[config.mk]
export PLATFORM = sky130hd
export DESIGN_NAME = sim_ram_top
export DESIGN_NICKNAME = d
export VERILOG_FILES = /design/src/axil_pkg.sv /design/src/ram_pkg.sv /design/src/mem_if.sv /design/src/req_fifo.sv /design/src/ready_throttle.sv /design/src/ram_array.sv /design/src/write_stage.sv /design/src/read_stage.sv /design/src/sim_ram_top.sv
export VERILOG_INCLUDE_DIRS = /design/src
export SDC_FILE = /design/constraint.sdc
export NUM_CORES = 2
export LEC_CHECK = 0
export BUFFER_PORTS_ARGS = -buffer_cell sky130_fd_sc_hd__buf_2
export CAP_MARGIN = 10
export CORE_MARGIN = 5
export CORE_UTILIZATION = 63
export DETAILED_ROUTE_END_ITERATION = 12
export PLACE_DENSITY = 0.79
export SLEW_MARGIN = 0
export SYNTH_ARGS = -nofsm -noshare
export SYNTH_HDL_FRONTEND = slang
export SYNTH_HIERARCHICAL = 1
export SYNTH_SLANG_ARGS = --single-unit
[constraint.sdc]
create_clock -name aclk -period 3.5 [get_ports aclk]
set_clock_uncertainty 0.15 [all_clocks]
set_input_delay 0.175 -clock aclk [delete_from_list [all_inputs] [get_ports aclk]]
set_output_delay 0.175 -clock aclk [all_outputs]
set_load 0.01 [all_outputs]
[src/sim_ram_consts.svh]
/* AXI4-Lite RAM model constants
   Bus widths, outstanding-request depth and LFSR start values */

`ifndef SIM_RAM_CONSTS_SVH
`define SIM_RAM_CONSTS_SVH

// Byte address and data widths
`define SIM_RAM_ADDR_W      8
`define SIM_RAM_DATA_W      32

// Entries per outstanding-request queue
`define SIM_RAM_OSTD_NUM    4

// LFSR start values, one per throttled channel, never zero
`define SIM_RAM_AR_SEED     32'hCCCC_CCCC
`define SIM_RAM_W_SEED      32'h8711_CBAA
`define SIM_RAM_R_SEED      32'h986A_23CC

`endif

[src/axil_pkg.sv]
/* AXI4-Lite channel types
   Address, data, strobe and response fields of the slave port */

`include "sim_ram_consts.svh"

package axil_pkg;

    // Channel payload fields
    typedef logic [`SIM_RAM_ADDR_W-1:0]   addr_t;
    typedef logic [`SIM_RAM_DATA_W-1:0]   data_t;
    typedef logic [`SIM_RAM_DATA_W/8-1:0] strb_t;
    typedef logic [1:0]                   resp_t;

    // The model never reports an error
    localparam resp_t RESP_OKAY = 2'b00;

    // One write data beat as stored in the data queue
    typedef struct packed {
        data_t data;
        strb_t strb;
    } wbeat_t;

endpackage

[src/ram_pkg.sv]
/* Memory array types
   Word index, array size and throttle LFSR state */

`include "sim_ram_consts.svh"

package ram_pkg;

    // Byte address bits below the word index
    localparam int BYTE_LSB_W = $clog2(`SIM_RAM_DATA_W / 8);

    // Word index, the byte address without its low bits
    localparam int WORD_IDX_W = `SIM_RAM_ADDR_W - BYTE_LSB_W;
    typedef logic [WORD_IDX_W-1:0] word_idx_t;

    // Words in the array, one per index
    localparam int RAM_WORDS = 2 ** WORD_IDX_W;

    // Throttle LFSR and shift register state
    typedef logic [31:0] lfsr_t;

endpackage

[src/mem_if.sv]
/* Array access port
   Joins the write and read access stages to the word storage */

`timescale 1ns/1ps

interface mem_if
    import axil_pkg::*, ram_pkg::*;
();

    // Write port, one word per cycle
    logic       we;
    word_idx_t  widx;
    data_t      wdata;
    strb_t      wstrb;

    // Combinational read port
    word_idx_t  ridx;
    data_t      rdata;

    modport writer (
        output we, widx, wdata, wstrb
    );

    modport reader (
        output ridx,
        input  rdata
    );

    modport array (
        input  we, widx, wdata, wstrb, ridx,
        output rdata
    );

endinterface

[src/req_fifo.sv]
/* Outstanding-request queue
   Circular buffer holding one payload per accepted request */

`timescale 1ns/1ps

`include "sim_ram_consts.svh"

module req_fifo #(
    parameter type payload_t = logic,
    parameter int  DEPTH     = `SIM_RAM_OSTD_NUM
) (
    input  logic     aclk,
    input  logic     aresetn,
    input  logic     push,
    input  payload_t push_data,
    output logic     full,
    input  logic     pull,
    output payload_t pop_data,
    output logic     empty
);

    localparam int PTR_W = (DEPTH > 1) ? $clog2(DEPTH) : 1;
    localparam int CNT_W = $clog2(DEPTH + 1);

    payload_t         slots [DEPTH];
    logic [PTR_W-1:0] wr_ptr;
    logic [PTR_W-1:0] rd_ptr;
    logic [CNT_W-1:0] count;

    // Pointers wrap at DEPTH, so any depth works
    always_ff @(posedge aclk or negedge aresetn) begin
        if (!aresetn) begin
            wr_ptr <= '0;
            rd_ptr <= '0;
            count  <= '0;
        end else begin
            if (push) begin
                wr_ptr <= (wr_ptr == PTR_W'(DEPTH - 1)) ? '0 : wr_ptr + 1'b1;
            end
            if (pull) begin
                rd_ptr <= (rd_ptr == PTR_W'(DEPTH - 1)) ? '0 : rd_ptr + 1'b1;
            end
            case ({push, pull})
                2'b10:   count <= count + 1'b1;
                2'b01:   count <= count - 1'b1;
                default: count <= count;
            endcase
        end
    end

    always_ff @(posedge aclk) begin
        if (push) begin
            slots[wr_ptr] <= push_data;
        end
    end

    // Oldest entry sits at the read pointer
    assign pop_data = slots[rd_ptr];
    assign full     = (count == CNT_W'(DEPTH));
    assign empty    = (count == '0);

    // Upstream ready and downstream valid must follow the flags
    no_push_when_full: assert property (
        @(posedge aclk) disable iff (!aresetn) push |-> !full
    ) else $error("req_fifo: push while full");

    no_pull_when_empty: assert property (
        @(posedge aclk) disable iff (!aresetn) pull |-> !empty
    ) else $error("req_fifo: pull while empty");

endmodule

[src/ready_throttle.sv]
/* Random channel throttle
   An LFSR feeds a shift register whose low bit grants the handshake */

`timescale 1ns/1ps

`include "sim_ram_consts.svh"

module ready_throttle
    import ram_pkg::*;
#(
    parameter lfsr_t SEED = `SIM_RAM_AR_SEED
) (
    input  logic aclk,
    input  logic aresetn,
    input  logic handshake,
    output logic permit
);

    // Galois form of x^32 + x^22 + x^2 + x + 1
    localparam lfsr_t TAPS = 32'h8020_0003;

    lfsr_t lfsr;
    lfsr_t lfsr_next;
    lfsr_t shreg;

    assign lfsr_next = (lfsr >> 1) ^ (lfsr[0] ? TAPS : '0);

    // One LFSR step per handshake
    always_ff @(posedge aclk or negedge aresetn) begin
        if (!aresetn) begin
            lfsr <= SEED;
        end else if (handshake) begin
            lfsr <= lfsr_next;
        end
    end

    // A nonzero register shifted only while bit 0 is low stays nonzero
    always_ff @(posedge aclk or negedge aresetn) begin
        if (!aresetn) begin
            shreg <= '0;
        end else if (shreg == '0) begin
            shreg <= lfsr;
        end else if (handshake) begin
            shreg <= lfsr;
        end else if (!shreg[0]) begin
            shreg <= shreg >> 1;
        end
    end

    assign permit = shreg[0];

    // Bounds the stall to one register length
    shreg_reloads: assert property (
        @(posedge aclk) disable iff (!aresetn) (shreg == '0) |=> (shreg != '0)
    ) else $error("ready_throttle: shift register stuck at zero");

endmodule

[src/ram_array.sv]
/* Word storage of the RAM model
   Byte-writable words with a combinational read port */

`timescale 1ns/1ps

module ram_array
    import axil_pkg::*, ram_pkg::*;
(
    input  logic  aclk,
    mem_if.array  mem
);

    localparam int BYTES = $bits(strb_t);

    // Contents start at zero
    data_t words [RAM_WORDS] = '{default: '0};

    ////////////////////////////////////////////////////////////////////
    // Write port
    ////////////////////////////////////////////////////////////////////

    // Only bytes with a high strobe change
    always_ff @(posedge aclk) begin
        if (mem.we) begin
            for (int i = 0; i < BYTES; i++) begin
                if (mem.wstrb[i]) begin
                    words[mem.widx][8*i +: 8] <= mem.wdata[8*i +: 8];
                end
            end
        end
    end

    ////////////////////////////////////////////////////////////////////
    // Read port
    ////////////////////////////////////////////////////////////////////

    // A write at the same edge shows up from the next cycle
    assign mem.rdata = words[mem.ridx];

endmodule

[src/write_stage.sv]
/* Write access stage
   Joins the queued address and data, writes the array, drives B */

`timescale 1ns/1ps

module write_stage
    import axil_pkg::*, ram_pkg::*;
(
    input  logic   aclk,
    input  logic   aresetn,
    input  addr_t  aw_addr,
    input  logic   aw_empty,
    input  wbeat_t w_beat,
    input  logic   w_empty,
    output logic   pull,
    output logic   bvalid,
    input  logic   bready,
    output resp_t  bresp,
    mem_if.writer  mem
);

    logic commit;

    // Both heads present and no response pending
    assign commit = !aw_empty && !w_empty && !bvalid;

    ////////////////////////////////////////////////////////////////////
    // Array write and queue pop
    ////////////////////////////////////////////////////////////////////

    assign mem.we    = commit;
    assign mem.widx  = aw_addr[BYTE_LSB_W +: $bits(word_idx_t)];
    assign mem.wdata = w_beat.data;
    assign mem.wstrb = w_beat.strb;

    // Both queues pop at the edge that writes the array
    assign pull = commit;

    ////////////////////////////////////////////////////////////////////
    // Write response
    ////////////////////////////////////////////////////////////////////

    always_ff @(posedge aclk or negedge aresetn) begin
        if (!aresetn) begin
            bvalid <= 1'b0;
        end else if (commit) begin
            bvalid <= 1'b1;
        end else if (bready) begin
            bvalid <= 1'b0;
        end
    end

    assign bresp = RESP_OKAY;

    // AXI rule, a raised response waits for the master
    bvalid_holds: assert property (
        @(posedge aclk) disable iff (!aresetn) (bvalid && !bready) |=> bvalid
    ) else $error("write_stage: bvalid dropped before bready");

endmodule

[src/read_stage.sv]
/* Read access stage
   Serves the oldest queued read and drives the R channel */

`timescale 1ns/1ps

module read_stage
    import axil_pkg::*, ram_pkg::*;
(
    input  addr_t  ar_addr,
    input  logic   ar_empty,
    input  logic   permit,
    output logic   rvalid,
    input  logic   rready,
    output logic   pull,
    output data_t  rdata,
    output resp_t  rresp,
    mem_if.reader  mem
);

    // Low address bits select a byte and are dropped
    assign mem.ridx = ar_addr[BYTE_LSB_W +: $bits(word_idx_t)];

    // The throttle holds permit until the handshake, so rvalid stays up
    assign rvalid = !ar_empty && permit;

    // Head leaves the queue on the R handshake
    assign pull = rvalid && rready;

    // Data comes straight from the array word
    assign rdata = mem.rdata;
    assign rresp = RESP_OKAY;

endmodule

[src/sim_ram_top.sv]
/* AXI4-Lite RAM model, simulation only
   Queued requests, random back-pressure and a byte-writable array */

`timescale 1ns/1ps

`include "sim_ram_consts.svh"

module sim_ram_top
    import axil_pkg::*;
(
    input  logic  aclk,
    input  logic  aresetn,
    // Write address channel
    input  logic  awvalid,
    output logic  awready,
    input  addr_t awaddr,
    // Write data channel
    input  logic  wvalid,
    output logic  wready,
    input  data_t wdata,
    input  strb_t wstrb,
    // Write response channel
    output logic  bvalid,
    input  logic  bready,
    output resp_t bresp,
    // Read address channel
    input  logic  arvalid,
    output logic  arready,
    input  addr_t araddr,
    // Read data channel
    output logic  rvalid,
    input  logic  rready,
    output data_t rdata,
    output resp_t rresp
);

    logic   ar_full;
    logic   ar_empty;
    logic   ar_permit;
    addr_t  ar_head;
    logic   r_pull;
    logic   r_permit;

    logic   aw_full;
    logic   aw_empty;
    addr_t  aw_head;
    logic   w_full;
    logic   w_empty;
    wbeat_t w_head;
    logic   wr_pull;
    logic   w_permit;

    mem_if mem_bus ();

    ////////////////////////////////////////////////////////////////////
    // Read path
    ////////////////////////////////////////////////////////////////////

    assign arready = ar_permit && !ar_full;

    ready_throttle #(.SEED(`SIM_RAM_AR_SEED)) ar_throttle (
        .aclk      (aclk),
        .aresetn   (aresetn),
        .handshake (arvalid && arready),
        .permit    (ar_permit)
    );

    req_fifo #(.payload_t(addr_t), .DEPTH(`SIM_RAM_OSTD_NUM)) ar_queue (
        .aclk      (aclk),
        .aresetn   (aresetn),
        .push      (arvalid && arready),
        .push_data (araddr),
        .full      (ar_full),
        .pull      (r_pull),
        .pop_data  (ar_head),
        .empty     (ar_empty)
    );

    ready_throttle #(.SEED(`SIM_RAM_R_SEED)) r_throttle (
        .aclk      (aclk),
        .aresetn   (aresetn),
        .handshake (rvalid && rready),
        .permit    (r_permit)
    );

    read_stage u_read_stage (
        .ar_addr  (ar_head),
        .ar_empty (ar_empty),
        .permit   (r_permit),
        .rvalid   (rvalid),
        .rready   (rready),
        .pull     (r_pull),
        .rdata    (rdata),
        .rresp    (rresp),
        .mem      (mem_bus.reader)
    );

    ////////////////////////////////////////////////////////////////////
    // Write path
    ////////////////////////////////////////////////////////////////////

    // One ready for AW and W, so address and data enter together
    assign awready = w_permit && !aw_full && !w_full;
    assign wready  = awready;

    ready_throttle #(.SEED(`SIM_RAM_W_SEED)) w_throttle (
        .aclk      (aclk),
        .aresetn   (aresetn),
        .handshake ((awvalid || wvalid) && awready),
        .permit    (w_permit)
    );

    req_fifo #(.payload_t(addr_t), .DEPTH(`SIM_RAM_OSTD_NUM)) aw_queue (
        .aclk      (aclk),
        .aresetn   (aresetn),
        .push      (awvalid && awready),
        .push_data (awaddr),
        .full      (aw_full),
        .pull      (wr_pull),
        .pop_data  (aw_head),
        .empty     (aw_empty)
    );

    req_fifo #(.payload_t(wbeat_t), .DEPTH(`SIM_RAM_OSTD_NUM)) w_queue (
        .aclk      (aclk),
        .aresetn   (aresetn),
        .push      (wvalid && wready),
        .push_data (wbeat_t'{data: wdata, strb: wstrb}),
        .full      (w_full),
        .pull      (wr_pull),
        .pop_data  (w_head),
        .empty     (w_empty)
    );

    write_stage u_write_stage (
        .aclk     (aclk),
        .aresetn  (aresetn),
        .aw_addr  (aw_head),
        .aw_empty (aw_empty),
        .w_beat   (w_head),
        .w_empty  (w_empty),
        .pull     (wr_pull),
        .bvalid   (bvalid),
        .bready   (bready),
        .bresp    (bresp),
        .mem      (mem_bus.writer)
    );

    // Storage shared by both paths
    ram_array u_ram_array (
        .aclk (aclk),
        .mem  (mem_bus.array)
    );

endmodule

==> flow_summary_export.csv <==
group,metric,value,unit
power_and_ir_drop,powerDensity,998,nW/um^2
critical_path,required,3.17,ns
floorplanning,num_rows,144,
final_layout,layout_common_cells,"edfxtp_1 (2,240), buf_4 (587), mux4_2 (586)",
placed_design,place_area,103000,um^2
final_layout,layout-drive-gt1-share,40.4,%
clock_tree,cts.clk_slew.worst_paths,0.06,ns
final_layout,fillers,7968,
final_layout,fin_area,115000,um^2
clock_tree,cts-root-buf,"clkbuf_16",
grt,antenna_found_initial,19,
timing,final-setup-viol-count,32,
route,drc,0,
route,wirelength,288000,um
final_layout,multi_input_comb_area,23100,um^2
final_layout,final_common_cell,"edfxtp_1",
flow_run,cap_violations,0,
power_and_ir_drop,ir_drop,0.774,mV
route,via_per_inst,7.04,
worst_hold_path,worstHoldPathType,"in -> reg",
floorplanning,coreArea,154000,um^2
timing,hold_viol,0,
floorplanning,pin_count,100,
clock_tree,htreeDepth,4,
logic_synthesis,syn-cell-area,97000,um^2
grt,track_usage,34.6,%
logic_synthesis,yosysWarnings,6,
timing,fin_ws,-1.31,ns
clock_tree,clk_latency,0.88,ns
critical_path,crit_slowest_cell,"mux4_4",
grt,first_global_vias,54100,
clock_tree,numCtsBuffers,229,
grt,grt_max_degree,83,
timing,worstMarginPinSlew,1.34,ns
floorplanning,die_y,402,um
placed_design,gp_congestion,0.964,
timing,rsz0062_at_grt,"true",
critical_path,end_kind,"output pin",
timing,fin_hold_ws,0.157,ns
status,outcome,"finished with violations",
timing,fin_crit_sh,137,%
final_layout,ff_latch_area,72700,um^2
logic_synthesis,netlist_instances,4584,
grt,grt_overflow,0,
critical_path,crit_type,"reg -> out",
route,drt_pre_antenna_iters,7,
route,drtIter0Drc,9077,
clock_tree,clock_path_buffers,3,
timing,slew_headroom,10.6,%
final_layout,final_util,74.9,%
floorplanning,initial_core_util,63.2,%
floorplanning,die_x,402,um
critical_path,path_cells,"buf_6 > mux4_4 > buf_16 > buf_12 > buf_16 > mux4_2 > mux4_2 > a21oi_2 > o211ai_1 > buf_4 > buf_2",
timing,slew_violations,0,
critical_path,worst-path-buf-inv,6,
status,failed_checks,"negative setup slack",
grt,grt_pass1_wl,395000,um
route,drtAntennaViolNets,0,
critical_path,start_kind,"flip-flop",
clock_tree,cts_tree,"yes",
final_layout,fin_nets,5491,
critical_path,worst_ep_arrival_time,4.49,ns
placed_design,port_buffers,91,
route,wl_per_cell,37.5,um
placed_design,dp_hpwl,160000,um
final_layout,area_delta_synth_final,18.6,%
critical_path,cp_top_family,"multiplexers",
critical_path,worstPathMaxFanout,16,
logic_synthesis,syn_area_per_cell,21.2,um^2
power_and_ir_drop,p_leak,39.1,nW
floorplanning,design.die.area,162000,um^2
route,vias,53900,
critical_path,slowest_delay,0.73,ns
timing,final.min_clock_period,4.81,ns
clock_tree,clock_sinks,2454,
timing,fmax,0.208,GHz
## cell type report
cell class | count | share of cell area (%)
Timing Repair Buffer | 938 | 7.84
Tap cell | 2044 | 2.22
Clock buffer | 290 | 5.24
Sequential cell | 2454 | 63.2
Antenna cell | 17 | 0.0370
Multi-Input combinational cell | 1763 | 20.1
Inverter | 25 | 0.0816
Clock inverter | 129 | 1.24
## worst register-to-register path, cell delays in order, from the launching register on
cell     delay [ns]
dfrtp_2        0.52
mux4_2         0.70
and3b_1        0.59
nand2_1        0.63
nor2_1         0.33
buf_4          0.27
## report_power, final
group	internal, mW	total [mW]	leakage, nW	switching (mW)
registers	38.8	40.1	22.7	1.25
clock network	13.9	25.1	3.61	11.2
logic	21.6	49.6	12.8	28.0
## worst paths after layout
path,from,endpoint,slack [ns],cells after the start
worst min register to register,w_queue/count[2]$_DFFE_PN0P_,w_queue/count[2]$_DFFE_PN0P_,0.34,1
worst max-delay path,ar_queue/rd_ptr[0]$_DFFE_PN0P_,rdata[23],-1.31,11
min in group asynchronous,aresetn,ar_throttle/lfsr[23]$_DFFE_PN1P_,0.41,3
worst max register to register,aw_queue/rd_ptr[0]$_DFFE_PN0P_,u_ram_array/words[13][13]$_DFFE_PP_,0,5
max in group asynchronous,aresetn,w_throttle/shreg[27]$_DFFE_PN0P_,2.33,4
worst min-delay path,awvalid,aw_queue/wr_ptr[0]$_DFFE_PN0P_,0.16,4
## registers in the layout (all words and copies together), names as in the netlist, 32 cells and up
signal             count
u_ram_array/words   2048
w_queue/slots        144
ar_throttle/lfsr      32
ar_throttle/shreg     32
r_throttle/lfsr       32
r_throttle/shreg      32
w_throttle/lfsr       32
w_throttle/shreg      32
## stage by stage
| stage | total power [mW] | TNS, ns | setup slack (ns) | std cells |
|---|---|---|---|---|
| finish | 115 | -34.22 | -1.31 | 7660 |
| floorplan | 65.1 | 0 | 0.371 | 4586 |
| global placement | 80.0 | -4.94 | -0.425 | 6986 |
| CTS | 111 | -32.77 | -1.18 | 7585 |
| global route | 118 | -36.30 | -1.31 | 7648 |
| detailed placement | 81.2 | -8.27 | -0.445 | 6986 |
## per-layer routing
layer  wire length, um  GRT usage, %  vias to the layer above
li1                  -             -                    20400
met1             89200          43.1                    27400
met5               452          1.90                        -
met3             39400          11.3                     1151
met4             21100          19.1                       20
met2            137000          54.3                     5031
## repair_timing
item,4_1_cts,5_1_grt
hold buffers,105,0
endpoints found under the hold margin,551,0
pin swaps,51,45
resized for setup,250,98
cloned,20,3
buffers inserted,64,51
endpoints found under the setup margin,125,478
Note: power is estimated with default switching activity, not from simulation.
